File: src/include/holdCtrl_defs.svh
`ifndef HOLDCTRL_DEFS_SVH
`define HOLDCTRL_DEFS_SVH

// hold path counter widths
`define HOLD_DELAY_W 9
`define HOLD_TIME_W  16

// raz path
`define RAZ_DELAY_W 10
`define RAZ_WIDTH   16 // count limit, pulse is one cycle longer

// apb bus
`define APB_ADDR_W 8
`define APB_DATA_W 32

`define HOLD_CNT_W 16

// register byte addresses
`define ADDR_CTRL       8'h00
`define ADDR_HOLD_DELAY 8'h04
`define ADDR_HOLD_TIME  8'h08
`define ADDR_RAZ_DELAY  8'h0C
`define ADDR_STATUS     8'h10
`define ADDR_HOLD_CNT   8'h14

`endif
File: src/design/holdCtrlPkg.sv
`include "holdCtrl_defs.svh"

package holdCtrlPkg;

  // coincidence trigger source, matches CTRL[3:2]
  typedef enum logic [1:0] {
    TRIG0    = 2'b00,
    TRIG1    = 2'b01,
    TRIG2    = 2'b10,
    TRIG_EXT = 2'b11 // external trigger from the connector
  } trigSel_t;

  typedef enum logic [1:0] {
    HOLD_IDLE   = 2'b00,
    HOLD_DELAY  = 2'b01,
    HOLD_ACTIVE = 2'b10
  } holdState_t;

  typedef enum logic [1:0] {
    RAZ_IDLE   = 2'b00,
    RAZ_DELAY  = 2'b01,
    RAZ_ACTIVE = 2'b10
  } razState_t;

  typedef enum logic [`APB_ADDR_W-1:0] {
    REG_CTRL       = `ADDR_CTRL,
    REG_HOLD_DELAY = `ADDR_HOLD_DELAY,
    REG_HOLD_TIME  = `ADDR_HOLD_TIME,
    REG_RAZ_DELAY  = `ADDR_RAZ_DELAY,
    REG_STATUS     = `ADDR_STATUS,
    REG_HOLD_CNT   = `ADDR_HOLD_CNT
  } regAddr_t;

endpackage

File: src/design/holdCtrlTop.sv
`include "holdCtrl_defs.svh"

module holdCtrlTop import holdCtrlPkg::*; (
  input  logic                   Clk,
  input  logic                   reset_n,
  input  logic                   PSEL,
  input  logic                   PENABLE,
  input  logic                   PWRITE,
  input  logic [`APB_ADDR_W-1:0] PADDR,
  input  logic [`APB_DATA_W-1:0] PWDATA,
  output logic [`APB_DATA_W-1:0] PRDATA,
  output logic                   PREADY,
  output logic                   PSLVERR,
  input  logic                   OUT_TRIG0B,
  input  logic                   OUT_TRIG1B,
  input  logic                   OUT_TRIG2B,
  input  logic                   Ext_TRIGB,
  output logic                   HOLD,
  output logic                   SingleRaz_en
);

  trigSel_t                 trigSel;
  logic                     holdEn;
  logic                     razEn;
  logic [`HOLD_DELAY_W-1:0] holdDelay;
  logic [`HOLD_TIME_W-1:0]  holdTime;
  logic [`RAZ_DELAY_W-1:0]  razDelay;
  logic                     coincFall;
  logic                     andFall;
  logic                     holdBusy;
  logic                     holdStart;
  logic                     razBusy;

  holdCtrlRegs regs_i (
    .Clk, .reset_n,
    .PSEL, .PENABLE, .PWRITE, .PADDR, .PWDATA,
    .PRDATA, .PREADY, .PSLVERR,
    .holdBusy, .razBusy, .holdStart,
    .trigSel, .holdEn, .razEn,
    .holdDelay, .holdTime, .razDelay
  );

  trigEdgeDetect edge_i (
    .Clk, .reset_n,
    .trigSel, .razEn,
    .OUT_TRIG0B, .OUT_TRIG1B, .OUT_TRIG2B, .Ext_TRIGB,
    .coincFall, .andFall
  );

  holdPulseGen hold_i (
    .Clk, .reset_n,
    .coincFall, .holdEn, .holdDelay, .holdTime,
    .HOLD, .holdBusy, .holdStart
  );

  razPulseGen raz_i (
    .Clk, .reset_n,
    .andFall, .razDelay,
    .SingleRaz_en, .razBusy
  );

endmodule

File: src/design/razPulseGen.sv
`include "holdCtrl_defs.svh"

module razPulseGen import holdCtrlPkg::*; (
  input  logic                    Clk,
  input  logic                    reset_n,
  input  logic                    andFall,
  input  logic [`RAZ_DELAY_W-1:0] razDelay,
  output logic                    SingleRaz_en,
  output logic                    razBusy
);

  localparam int WidthW = $clog2(`RAZ_WIDTH + 1);

  razState_t               state;
  logic [`RAZ_DELAY_W-1:0] delayCnt;
  logic [WidthW-1:0]       widthCnt;

  always_ff @(posedge Clk or negedge reset_n) begin
    if (!reset_n) begin
      state        <= RAZ_IDLE;
      delayCnt     <= '0;
      widthCnt     <= '0;
      SingleRaz_en <= 1'b0;
    end else begin
      case (state)
        RAZ_IDLE: begin
          if (andFall) begin
            state <= RAZ_DELAY;
          end
        end
        RAZ_DELAY: begin
          if (delayCnt < razDelay) begin
            delayCnt <= delayCnt + 1'b1;
          end else begin
            delayCnt     <= '0;
            SingleRaz_en <= 1'b1;
            state        <= RAZ_ACTIVE;
          end
        end
        RAZ_ACTIVE: begin
          // must outlast one readout clock period
          if (widthCnt < WidthW'(`RAZ_WIDTH)) begin
            widthCnt <= widthCnt + 1'b1;
          end else begin
            widthCnt     <= '0;
            SingleRaz_en <= 1'b0;
            state        <= RAZ_IDLE;
          end
        end
        default: state <= RAZ_IDLE;
      endcase
    end
  end

  assign razBusy = (state != RAZ_IDLE);

endmodule

File: src/design/holdPulseGen.sv
`include "holdCtrl_defs.svh"

module holdPulseGen import holdCtrlPkg::*; (
  input  logic                     Clk,
  input  logic                     reset_n,
  input  logic                     coincFall,
  input  logic                     holdEn,
  input  logic [`HOLD_DELAY_W-1:0] holdDelay,
  input  logic [`HOLD_TIME_W-1:0]  holdTime,
  output logic                     HOLD,      // freezes the analogue output
  output logic                     holdBusy,
  output logic                     holdStart
);

  holdState_t               state;
  logic [`HOLD_DELAY_W-1:0] delayCnt;
  logic [`HOLD_TIME_W-1:0]  widthCnt;

  always_ff @(posedge Clk or negedge reset_n) begin
    if (!reset_n) begin
      state     <= HOLD_IDLE;
      delayCnt  <= '0;
      widthCnt  <= '0;
      HOLD      <= 1'b0;
      holdStart <= 1'b0;
    end else begin
      holdStart <= 1'b0; // single cycle strobe
      case (state)
        HOLD_IDLE: begin
          if (coincFall && holdEn) begin
            state <= HOLD_DELAY;
          end
        end
        HOLD_DELAY: begin
          if (delayCnt < holdDelay) begin
            delayCnt <= delayCnt + 1'b1;
          end else begin
            delayCnt  <= '0;
            HOLD      <= 1'b1;
            holdStart <= 1'b1;
            state     <= HOLD_ACTIVE;
          end
        end
        HOLD_ACTIVE: begin
          // holdTime+1 cycles high
          if (widthCnt < holdTime) begin
            widthCnt <= widthCnt + 1'b1;
          end else begin
            widthCnt <= '0;
            HOLD     <= 1'b0;
            state    <= HOLD_IDLE;
          end
        end
        default: state <= HOLD_IDLE;
      endcase
    end
  end

  // edges seen while busy are dropped
  assign holdBusy = (state != HOLD_IDLE);

endmodule

File: src/design/trigEdgeDetect.sv
`include "holdCtrl_defs.svh"

module trigEdgeDetect import holdCtrlPkg::*; (
  input  logic     Clk,
  input  logic     reset_n,
  input  trigSel_t trigSel,
  input  logic     razEn,
  input  logic     OUT_TRIG0B, // discriminator triggers, active low
  input  logic     OUT_TRIG1B,
  input  logic     OUT_TRIG2B,
  input  logic     Ext_TRIGB,  // external trigger, active low
  output logic     coincFall,
  output logic     andFall
);

  logic coincSrc;
  logic coincSync1;
  logic coincSync2;
  logic trigAnd;
  logic andSync1;
  logic andSync2;

  always_comb begin
    case (trigSel)
      TRIG0:   coincSrc = OUT_TRIG0B;
      TRIG1:   coincSrc = OUT_TRIG1B;
      TRIG2:   coincSrc = OUT_TRIG2B;
      default: coincSrc = Ext_TRIGB;
    endcase
  end

  // low as soon as any discriminator fires
  assign trigAnd = OUT_TRIG0B & OUT_TRIG1B & OUT_TRIG2B;

  always_ff @(posedge Clk or negedge reset_n) begin
    if (!reset_n) begin
      coincSync1 <= 1'b1; // idle level is high
      coincSync2 <= 1'b1;
    end else begin
      coincSync1 <= coincSrc;
      coincSync2 <= coincSync1;
    end
  end

  always_ff @(posedge Clk or negedge reset_n) begin
    if (!reset_n) begin
      andSync1 <= 1'b1;
      andSync2 <= 1'b1;
    end else if (razEn) begin
      andSync1 <= trigAnd;
      andSync2 <= andSync1;
    end else begin
      andSync1 <= 1'b1; // parked high, no edges while disabled
      andSync2 <= 1'b1;
    end
  end

  assign coincFall = coincSync2 & ~coincSync1;
  assign andFall   = andSync2 & ~andSync1;

endmodule

File: src/design/holdCtrlRegs.sv
`include "holdCtrl_defs.svh"

module holdCtrlRegs import holdCtrlPkg::*; (
  input  logic                     Clk,
  input  logic                     reset_n,
  // apb slave
  input  logic                     PSEL,
  input  logic                     PENABLE,
  input  logic                     PWRITE,
  input  logic [`APB_ADDR_W-1:0]   PADDR,
  input  logic [`APB_DATA_W-1:0]   PWDATA,
  output logic [`APB_DATA_W-1:0]   PRDATA,
  output logic                     PREADY,
  output logic                     PSLVERR,
  // status from the generators
  input  logic                     holdBusy,
  input  logic                     razBusy,
  input  logic                     holdStart,
  // configuration out
  output trigSel_t                 trigSel,
  output logic                     holdEn,
  output logic                     razEn,
  output logic [`HOLD_DELAY_W-1:0] holdDelay,
  output logic [`HOLD_TIME_W-1:0]  holdTime,
  output logic [`RAZ_DELAY_W-1:0]  razDelay
);

  regAddr_t                 addr;
  logic                     access;
  logic                     wrOk;
  logic                     addrHit;
  logic                     cntClear;
  logic [`HOLD_CNT_W-1:0]   holdCnt;
  logic [`APB_DATA_W-1:0]   rdData;

  assign addr   = regAddr_t'(PADDR);
  assign access = PSEL & PENABLE; // access phase, no wait states
  assign PREADY = 1'b1;

  // read mux and address decode
  always_comb begin
    rdData  = '0;
    addrHit = 1'b1;
    case (addr)
      REG_CTRL: begin
        rdData[0]   = holdEn;
        rdData[1]   = razEn;
        rdData[3:2] = trigSel;
      end
      REG_HOLD_DELAY: rdData[`HOLD_DELAY_W-1:0] = holdDelay;
      REG_HOLD_TIME:  rdData[`HOLD_TIME_W-1:0]  = holdTime;
      REG_RAZ_DELAY:  rdData[`RAZ_DELAY_W-1:0]  = razDelay;
      REG_STATUS: begin
        rdData[0] = holdBusy;
        rdData[1] = razBusy;
      end
      REG_HOLD_CNT:   rdData[`HOLD_CNT_W-1:0] = holdCnt;
      default:        addrHit = 1'b0;
    endcase
  end

  assign PRDATA = rdData;

  // status is read only, any write to HOLD_CNT is a clear
  assign PSLVERR  = access & (~addrHit | (PWRITE & (addr == REG_STATUS)));
  assign wrOk     = access & PWRITE & ~PSLVERR;
  assign cntClear = wrOk & (addr == REG_HOLD_CNT);

  always_ff @(posedge Clk or negedge reset_n) begin
    if (!reset_n) begin
      holdEn    <= 1'b0;
      razEn     <= 1'b0;
      trigSel   <= TRIG0;
      holdDelay <= '0;
      holdTime  <= '0;
      razDelay  <= '0;
    end else if (wrOk) begin
      case (addr)
        REG_CTRL: begin
          holdEn  <= PWDATA[0];
          razEn   <= PWDATA[1];
          trigSel <= trigSel_t'(PWDATA[3:2]);
        end
        REG_HOLD_DELAY: holdDelay <= PWDATA[`HOLD_DELAY_W-1:0];
        REG_HOLD_TIME:  holdTime  <= PWDATA[`HOLD_TIME_W-1:0];
        REG_RAZ_DELAY:  razDelay  <= PWDATA[`RAZ_DELAY_W-1:0];
        default: ; // counter clear handled below
      endcase
    end
  end

  // hold event counter, sticks at all ones
  always_ff @(posedge Clk or negedge reset_n) begin
    if (!reset_n) begin
      holdCnt <= '0;
    end else if (cntClear) begin
      holdCnt <= '0;
    end else if (holdStart && (holdCnt != '1)) begin
      holdCnt <= holdCnt + 1'b1;
    end
  end

endmodule

File: config.mk
export PLATFORM = sky130hd
export DESIGN_NAME = holdCtrlTop
export DESIGN_NICKNAME = d
export VERILOG_FILES = /design/src/design/holdCtrlPkg.sv /design/src/design/holdCtrlTop.sv /design/src/design/razPulseGen.sv /design/src/design/holdPulseGen.sv /design/src/design/trigEdgeDetect.sv /design/src/design/holdCtrlRegs.sv
export VERILOG_INCLUDE_DIRS = /design/src /design/src/include
export SDC_FILE = /design/constraint.sdc
export NUM_CORES = 1
export LEC_CHECK = 0
export BUFFER_PORTS_ARGS = -buffer_cell sky130_fd_sc_hd__buf_2
export CAP_MARGIN = 20
export CORE_ASPECT_RATIO = 1.1
export CORE_MARGIN = 3
export CORE_UTILIZATION = 42
export DETAILED_ROUTE_END_ITERATION = 16
export GPL_TIMING_DRIVEN = 0
export HOLD_SLACK_MARGIN = 0.05
export PLACE_DENSITY_LB_ADDON = 0.15
export SYNTH_ARGS = -nofsm -noshare
export SYNTH_HDL_FRONTEND = slang
export SYNTH_HIERARCHICAL = 1
export SYNTH_SLANG_ARGS = --single-unit
File: constraint.sdc
create_clock -name Clk -period 2.4 [get_ports Clk]
set_input_delay 0.12 -clock Clk [delete_from_list [all_inputs] [get_ports Clk]]
set_output_delay 0.12 -clock Clk [all_outputs]
set_load 0.02 [all_outputs]
==> qor.csv, run 1 <==
stage,metric,value,unit
setup_path,required time reported for the critical path endpoint,2640,ps
sta,min Tclk post-route,2304,ps
global_route,number of global-route vias before repair,5147,
sta,final-report max-slew violation count,0,
floorplan,Core Footprint,0.01473,mm^2
routing,DRC violation count after routing,0,
layout,post-route core utilization,51.36,%
place,post-detailed-placement half-perimeter wirelength,12.21,mm
floorplan,Initial Utilization,43.70,%
layout,proportion of layout cells with a drive suffix above 1,24.76,%
clocking,H-tree depth,3,
routing,final wirelength,16.18,mm
min_path,destination of the worst hold path,regs_i/razDelay[7],
routing,final routed wire length divided by cell count,17.30,um
place,count of buffers inserted at the top-level ports,50,
setup_path,worst-path fanout max,10,
layout,final-stage net count,824,
sta,crit share post-route,96.00,%
routing,vias after detailed routing,5232,
global_route,aggregate global routing overflow,0,
clocking,cell chosen for the clock root,sky130_fd_sc_hd__clkbuf_16,
routing,per-cell via count in the routed design,5.596,
layout,layout overhead on the synthesized area,17.53,%
setup_path,data arrival time of the critical path,2540,ps
routing,number of nets with antenna violations after routing,0,
place,Placer Congestion,0.8351,
routing,DRT Pass-1 Iters,7,
min_path,instance count along the most critical hold path,2,
global_route,antenna violations before repair,0,
layout,"Design Area, Final",0.007567,mm^2
yosys,sequential share of the synthesized area,41.27,%
global_route,maximum number of pins on one net before global-route repair,61,
setup_path,depth of the most critical reg-to-reg path,8,
power_and_ir_drop,power density over the cells,555.4,mW/mm^2
floorplan,standard-cell rows,46,
sta,worst max-slew margin expressed relative to the limit,31.77,%
yosys,number of enable flip-flop cells after synthesis,0,
layout,Inserted Diodes,0,
floorplan,vertical extent of the die,135.9,um
power_and_ir_drop,Static Leakage,3.535,nW
clocking,clock latency reported for the late side of the worst-skew pair,360,ps
floorplan,Die W,124.1,um
min_path,hold path start,PWDATA[7],
clocking,TritonCTS buffer count,9,
sta,f_max,434.0,MHz
yosys,post-synthesis instance area,0.006439,mm^2
yosys,Cell variety after synth,75,
routing,DRT iter0 DRCs,285,
clocking,number of buffers on the longest clock path,2,
global_route,total routing usage reported by global routing,20.16,%
setup_path,reg-to-reg startpoint,hold_i/widthCnt[14],
clocking,Worst-path clk slew,80,ps
yosys,share of flip-flops with an asynchronous set or reset,100.0,%
status,result of the run,"finished, final reports clean",
yosys,synthesized area per cell,10.06,um^2
job,number of max-cap violations,0,
clocking,clock sink total,106,
min_path,worst hold-check path type,input pin to register,
sta,number of hold violations in the final report,0,
clocking,CTS tree,yes,
yosys,Yosys warnings,6,
setup_path,type of the worst setup path,register to register,
layout,most frequent cells in the layout,"101 x sky130_fd_sc_hd__dfrtp_1, 57 x sky130_fd_sc_hd__buf_2, 46 x sky130_fd_sc_hd__nand2_1, 45 x sky130_fd_sc_hd__mux2_2, 44 x sky130_fd_sc_hd__inv_1",
setup_path,"setup slack, reg-to-reg",100,ps
sta,slew at the pin with the worst max-slew slack,1014,ps
sta,worst clock skew on the final layout,8.900,ps
sta,Finish-stage setup viols,0,
setup_path,worst reg2reg endpoint,hold_i/widthCnt[0],
yosys,Main synth FF type,sky130_fd_sc_hd__dfrtp_1,
floorplan,count of boundary I/O pins,85,
yosys,Mapped Cells,640,
floorplan,area enclosed by the die boundary,0.01685,mm^2
setup_path,startpoint kind of the worst setup timing path,register,
yosys,Synth Register Bits,106,
layout,"leading cell type in the layout, fill and taps excluded",sky130_fd_sc_hd__dfrtp_1,
global_route,wire length of the first global-routing pass,26.46,mm
setup_path,kind of capture point of the worst setup path,register,
place,instance area after placement,0.007015,mm^2
power_and_ir_drop,worst vdd ir,0.3670,mV
## cell usage after synthesis (4+ instances only)
master / count / area [um^2]
sky130_fd_sc_hd__a22oi_1: 9 / 67.56
sky130_fd_sc_hd__dfrtp_1: 102 / 2552
sky130_fd_sc_hd__o21ai_0: 20 / 100.1
sky130_fd_sc_hd__nand4_1: 14 / 87.58
sky130_fd_sc_hd__nor2b_1: 4 / 25.02
sky130_fd_sc_hd__nand3_1: 29 / 145.1
sky130_fd_sc_hd__a21oi_1: 33 / 165.2
sky130_fd_sc_hd__nor4_1: 4 / 25.02
sky130_fd_sc_hd__mux2_2: 45 / 506.7
sky130_fd_sc_hd__nand2b_1: 10 / 62.56
sky130_fd_sc_hd__a31oi_1: 29 / 181.4
sky130_fd_sc_hd__or3_1: 7 / 43.79
sky130_fd_sc_hd__and2_1: 5 / 31.28
sky130_fd_sc_hd__xnor2_1: 4 / 35.03
sky130_fd_sc_hd__and3_1: 11 / 68.82
sky130_fd_sc_hd__mux2i_1: 9 / 90.09
sky130_fd_sc_hd__dfstp_2: 4 / 105.1
sky130_fd_sc_hd__a21o_1: 11 / 82.58
sky130_fd_sc_hd__nand2_1: 46 / 172.7
sky130_fd_sc_hd__ha_1: 37 / 462.9
sky130_fd_sc_hd__clkbuf_1: 4 / 15.01
sky130_fd_sc_hd__buf_4: 18 / 135.1
sky130_fd_sc_hd__o31ai_1: 9 / 67.56
sky130_fd_sc_hd__inv_1: 44 / 165.2
sky130_fd_sc_hd__buf_2: 8 / 40.04
sky130_fd_sc_hd__nor2_1: 20 / 75.07
sky130_fd_sc_hd__and4_1: 6 / 52.55
sky130_fd_sc_hd__a22o_1: 12 / 105.1
sky130_fd_sc_hd__nor3_1: 11 / 55.05
sky130_fd_sc_hd__or4_1: 6 / 45.04
sky130_fd_sc_hd__buf_6: 4 / 45.04
## layout make-up
cell class / count / area [um^2]
fill: 1373 / 7167
multi-input combinational: 463 / 3402
sequential: 106 / 2659
timing repair buffer: 72 / 478.0
buffer: 42 / 296.5
tap: 192 / 240.2
clock buffer: 9 / 225.2
inverter: 44 / 165.2
clock inverter: 7 / 101.3
## per-stage QoR
step | instances | worst slack [ps] | power, mW | hold WS (ps) | setup TNS (ps)
6_report | 935 | 96.06 | 4.203 | 72.57 | 0
5_1_grt | 935 | -14.13 | 4.419 | 68.02 | -16.92
4_1_cts | 930 | 47.69 | 4.244 | 57.49 | 0
3_5_place_dp | 898 | 84.14 | 2.580 | 200.0 | 0
3_3_place_gp | 897 | -51.60 | 2.548 | 357.5 | -3957
2_1_floorplan | 655 | 306.8 | 2.369 | -175.6 | 0
## metal layers
layer / vias up / GRT usage (%) / part of all wire [%]
met2: 122 / 32.06 / 47
met3: 29 / 2.747 / 3.4
met4: 0 / 8.095 / 2.5
met5: - / 0 / 0
li1: 2530 / - / -
met1: 2551 / 27.71 / 47
## cell families (layout without fill, tap and decap cells)
kind of cell               after synthesis  count (layout)  share of synthesized area [%]
and+or+nand+nor                        201             201                          18.29
AOI/OAI and AO/OA                      147             147                          15.53
DFF                                    106             106                          41.27
buffers and inverters                   86             174                          7.170
muxes                                   55              55                          9.619
adders and majority gates               37              37                          7.190
xor gates and xnor gates                 6               6                         0.8162
other                                    2              17                         0.1166
## flip-flops by register name (all words and copies together) (netlist names), 2 cells and up
register,cells
regs_i/holdDelay,9
regs_i/holdTime,16
regs_i/trigSel,2
regs_i/razDelay,10
raz_i/widthCnt,5
regs_i/holdCnt,16
hold_i/state,2
raz_i/state,2
hold_i/delayCnt,9
hold_i/widthCnt,16
raz_i/delayCnt,10
## where the power goes
| group | switching (mW) | internal, mW | leakage (nW) |
|---|---|---|---|
| Sequential | 0.100 | 1.88 | 1.38 |
| Clock | 0.700 | 0.922 | 0.152 |
| Combinational | 0.365 | 0.238 | 2.00 |
## how the worst max path moves through the flow
stage / startpoint / endpoint / slack [ps]
floorplan: hold_i/widthCnt[14] / hold_i/widthCnt[0] / 310
global placement: reset_n / hold_i/delayCnt[2] / -50
detailed placement: regs_i/holdTime[13] / hold_i/widthCnt[4] / 80
CTS: regs_i/holdTime[13] / hold_i/widthCnt[4] / 50
global route: hold_i/widthCnt[13] / hold_i/widthCnt[10] / -10
finish: hold_i/widthCnt[14] / hold_i/widthCnt[0] / 100
## critical path, cell delays in order (launching register included)
cell,delay [ps]
sky130_fd_sc_hd__dfrtp_1,430
sky130_fd_sc_hd__ha_1,320
sky130_fd_sc_hd__nand4_1,120
sky130_fd_sc_hd__or3_4,430
sky130_fd_sc_hd__nor3_4,220
sky130_fd_sc_hd__a211oi_4,100
sky130_fd_sc_hd__buf_6,160
sky130_fd_sc_hd__buf_12,140
sky130_fd_sc_hd__mux2_2,260
## what timing repair did
item	4_1_cts	5_1_grt
setup endpoints to repair	0	13
hold buffers	16	0
gates resized for setup	0	5
setup buffers	0	5
endpoints found under the hold margin	75	0
Power figures use the tool's default switching activity.
==> run 2: changes to the inputs <==
--- a/config.mk
+++ b/config.mk
@@ -11,10 +11,12 @@
 export CORE_ASPECT_RATIO = 1.1
 export CORE_MARGIN = 3
 export CORE_UTILIZATION = 42
+export CTS_CLUSTER_DIAMETER = 50
 export DETAILED_ROUTE_END_ITERATION = 16
 export GPL_TIMING_DRIVEN = 0
 export HOLD_SLACK_MARGIN = 0.05
 export PLACE_DENSITY_LB_ADDON = 0.15
+export SETUP_SLACK_MARGIN = 0.4
 export SYNTH_ARGS = -nofsm -noshare
 export SYNTH_HDL_FRONTEND = slang
 export SYNTH_HIERARCHICAL = 1
==> qor.csv, run 2 (synthesis gave the netlist of run 1 again) <==
stage,metric,value,unit
sta,RSZ-0062 raised after global routing,true,
floorplan,Die W,124.1,um
min_path,worst hold-check path type,input pin to register,
sta,final setup margin,230.8,ps
power_and_ir_drop,power density over the cells,516.7,mW/mm^2
power_and_ir_drop,total design power,4.062,mW
clocking,H-tree depth,3,
setup_path,type of the worst setup path,register to register,
setup_path,gate family responsible for the most delay along the worst path,simple AND/OR/NAND/NOR gates,
layout,"Design Area, Final",0.007863,mm^2
setup_path,required time reported for the critical path endpoint,2640,ps
clocking,cell chosen for the clock root,sky130_fd_sc_hd__clkbuf_16,
floorplan,Initial Utilization,43.70,%
global_route,wire length of the first global-routing pass,26.79,mm
layout,proportion of layout cells with a drive suffix above 1,31.50,%
layout,number of standard cells in the final layout excluding fillers,957,
layout,layout overhead on the synthesized area,22.11,%
floorplan,vertical extent of the die,135.9,um
routing,final routed wire length divided by cell count,17.12,um
sta,Final TNS setup,0,ps
place,dpl cells,898,
floorplan,count of boundary I/O pins,85,
setup_path,CP Cell Sequence,ha_4 -> nand4_1 -> or3_4 -> nor3_4 -> a211oi_4 -> buf_6 -> buf_12 -> mux2_2,
layout,final-stage net count,846,
setup_path,Buffers & Inverters on Critical Path,2,
global_route,number of global-route vias before repair,5202,
layout,"leading cell type in the layout, fill and taps excluded",sky130_fd_sc_hd__dfrtp_1,
setup_path,kind of capture point of the worst setup path,register,
routing,DRT iter0 DRCs,281,
setup_path,max incr delay on CP,430,ps
layout,post-route core utilization,53.36,%
place,count of buffers inserted at the top-level ports,50,
sta,f_max,461.0,MHz
routing,DRC violation count after routing,0,
job,number of max-cap violations,0,
status,result of the run,"finished, final reports clean",
global_route,antenna violations before repair,0,
clocking,CTS tree,yes,
setup_path,Critical-path top delay cell,sky130_fd_sc_hd__dfrtp_1,
setup_path,startpoint kind of the worst setup timing path,register,
power_and_ir_drop,worst vdd ir,0.3208,mV
floorplan,area enclosed by the die boundary,0.01685,mm^2
floorplan,Core Footprint,0.01473,mm^2
sta,slew at the pin with the worst max-slew slack,592.1,ps
sta,number of hold violations in the final report,0,
global_route,total routing usage reported by global routing,20.35,%
layout,Inserted Diodes,0,
place,Placer Congestion,0.8967,
routing,number of nets with antenna violations after routing,0,
setup_path,worst-path fanout max,10,
power_and_ir_drop,Static Leakage,3.680,nW
layout,most frequent cells in the layout,"97 x sky130_fd_sc_hd__dfrtp_1, 58 x sky130_fd_sc_hd__buf_2, 51 x sky130_fd_sc_hd__buf_4, 46 x sky130_fd_sc_hd__nand2_1, 44 x sky130_fd_sc_hd__mux2_2",
sta,worst max-slew margin expressed relative to the limit,60.53,%
sta,min Tclk post-route,2169,ps
routing,per-cell via count in the routed design,5.520,
floorplan,standard-cell rows,46,
sta,crit share post-route,90.39,%
sta,final-report max-slew violation count,0,
global_route,aggregate global routing overflow,0,
routing,vias after detailed routing,5283,
place,post-detailed-placement half-perimeter wirelength,11.86,mm
sta,worst clock skew on the final layout,4.312,ps
place,setup slack after placement,69.58,ps
place,instance area after placement,0.007015,mm^2
global_route,maximum number of pins on one net before global-route repair,66,
routing,final wirelength,16.38,mm
clocking,TritonCTS buffer count,9,
routing,DRT Pass-1 Iters,4,
sta,Finish-stage setup viols,0,
sta,tightest hold margin,63.66,ps
layout,registers with the highest flip-flop counts,"hold_i/widthCnt: 16 flops, regs_i/holdCnt: 16 flops, regs_i/holdTime: 16 flops",
clocking,clock latency reported for the late side of the worst-skew pair,360,ps
clocking,clock sink total,106,
setup_path,data arrival time of the critical path,2410,ps
clocking,Worst-path clk slew,70,ps
clocking,number of buffers on the longest clock path,2,
## run 2: area by class of cell
class / count / area (um^2)
fill: 1358 / 6872
multi-input combinational: 463 / 3576
sequential: 106 / 2664
timing repair buffer: 94 / 629.4
buffer: 42 / 299.0
tap: 192 / 240.2
clock buffer: 10 / 239.0
inverter: 44 / 165.2
clock inverter: 6 / 50.05
## run 2: power breakdown
group,internal (mW),leakage [nW],switching (mW)
Sequential,1.88,1.38,0.102
Clock,0.743,0.135,0.721
Combinational,0.247,2.17,0.372
## run 2: worst paths after layout
| kind | cells after the start | start | endpoint | slack, ps |
|---|---|---|---|---|
| worst max-delay path | 8 | hold_i/widthCnt[15] | hold_i/widthCnt[0] | 230 |
| worst min-delay path | 2 | PWDATA[8] | regs_i/holdDelay[8] | 60 |
| worst max register to register | 8 | hold_i/widthCnt[15] | hold_i/widthCnt[0] | 230 |
| worst min register to register | 0 | edge_i/coincSync1 | edge_i/coincSync2 | 370 |
| max in group asynchronous | 3 | reset_n | edge_i/andSync2 | 1330 |
| min in group asynchronous | 2 | reset_n | hold_i/widthCnt[14] | 310 |
## run 2: what timing repair did
item | in CTS | in global routing
setup buffers | 21 | 10
gates cloned | 2 | 0
gates resized for setup | 25 | 22
hold endpoints to repair | 50 | 0
hold buffers | 10 | 0
pin swaps | 7 | 8
endpoints found under the setup margin | 46 | 51
## run 2: per-layer routing
metal / track usage (%) / routed length, um / up-vias
li1: - / - / 2559
met1: 27.60 / 7485 / 2614
met2: 33.14 / 8070 / 93
met3: 4.161 / 594 / 17
met4: 5.600 / 229 / 0
met5: 0 / 0 / -
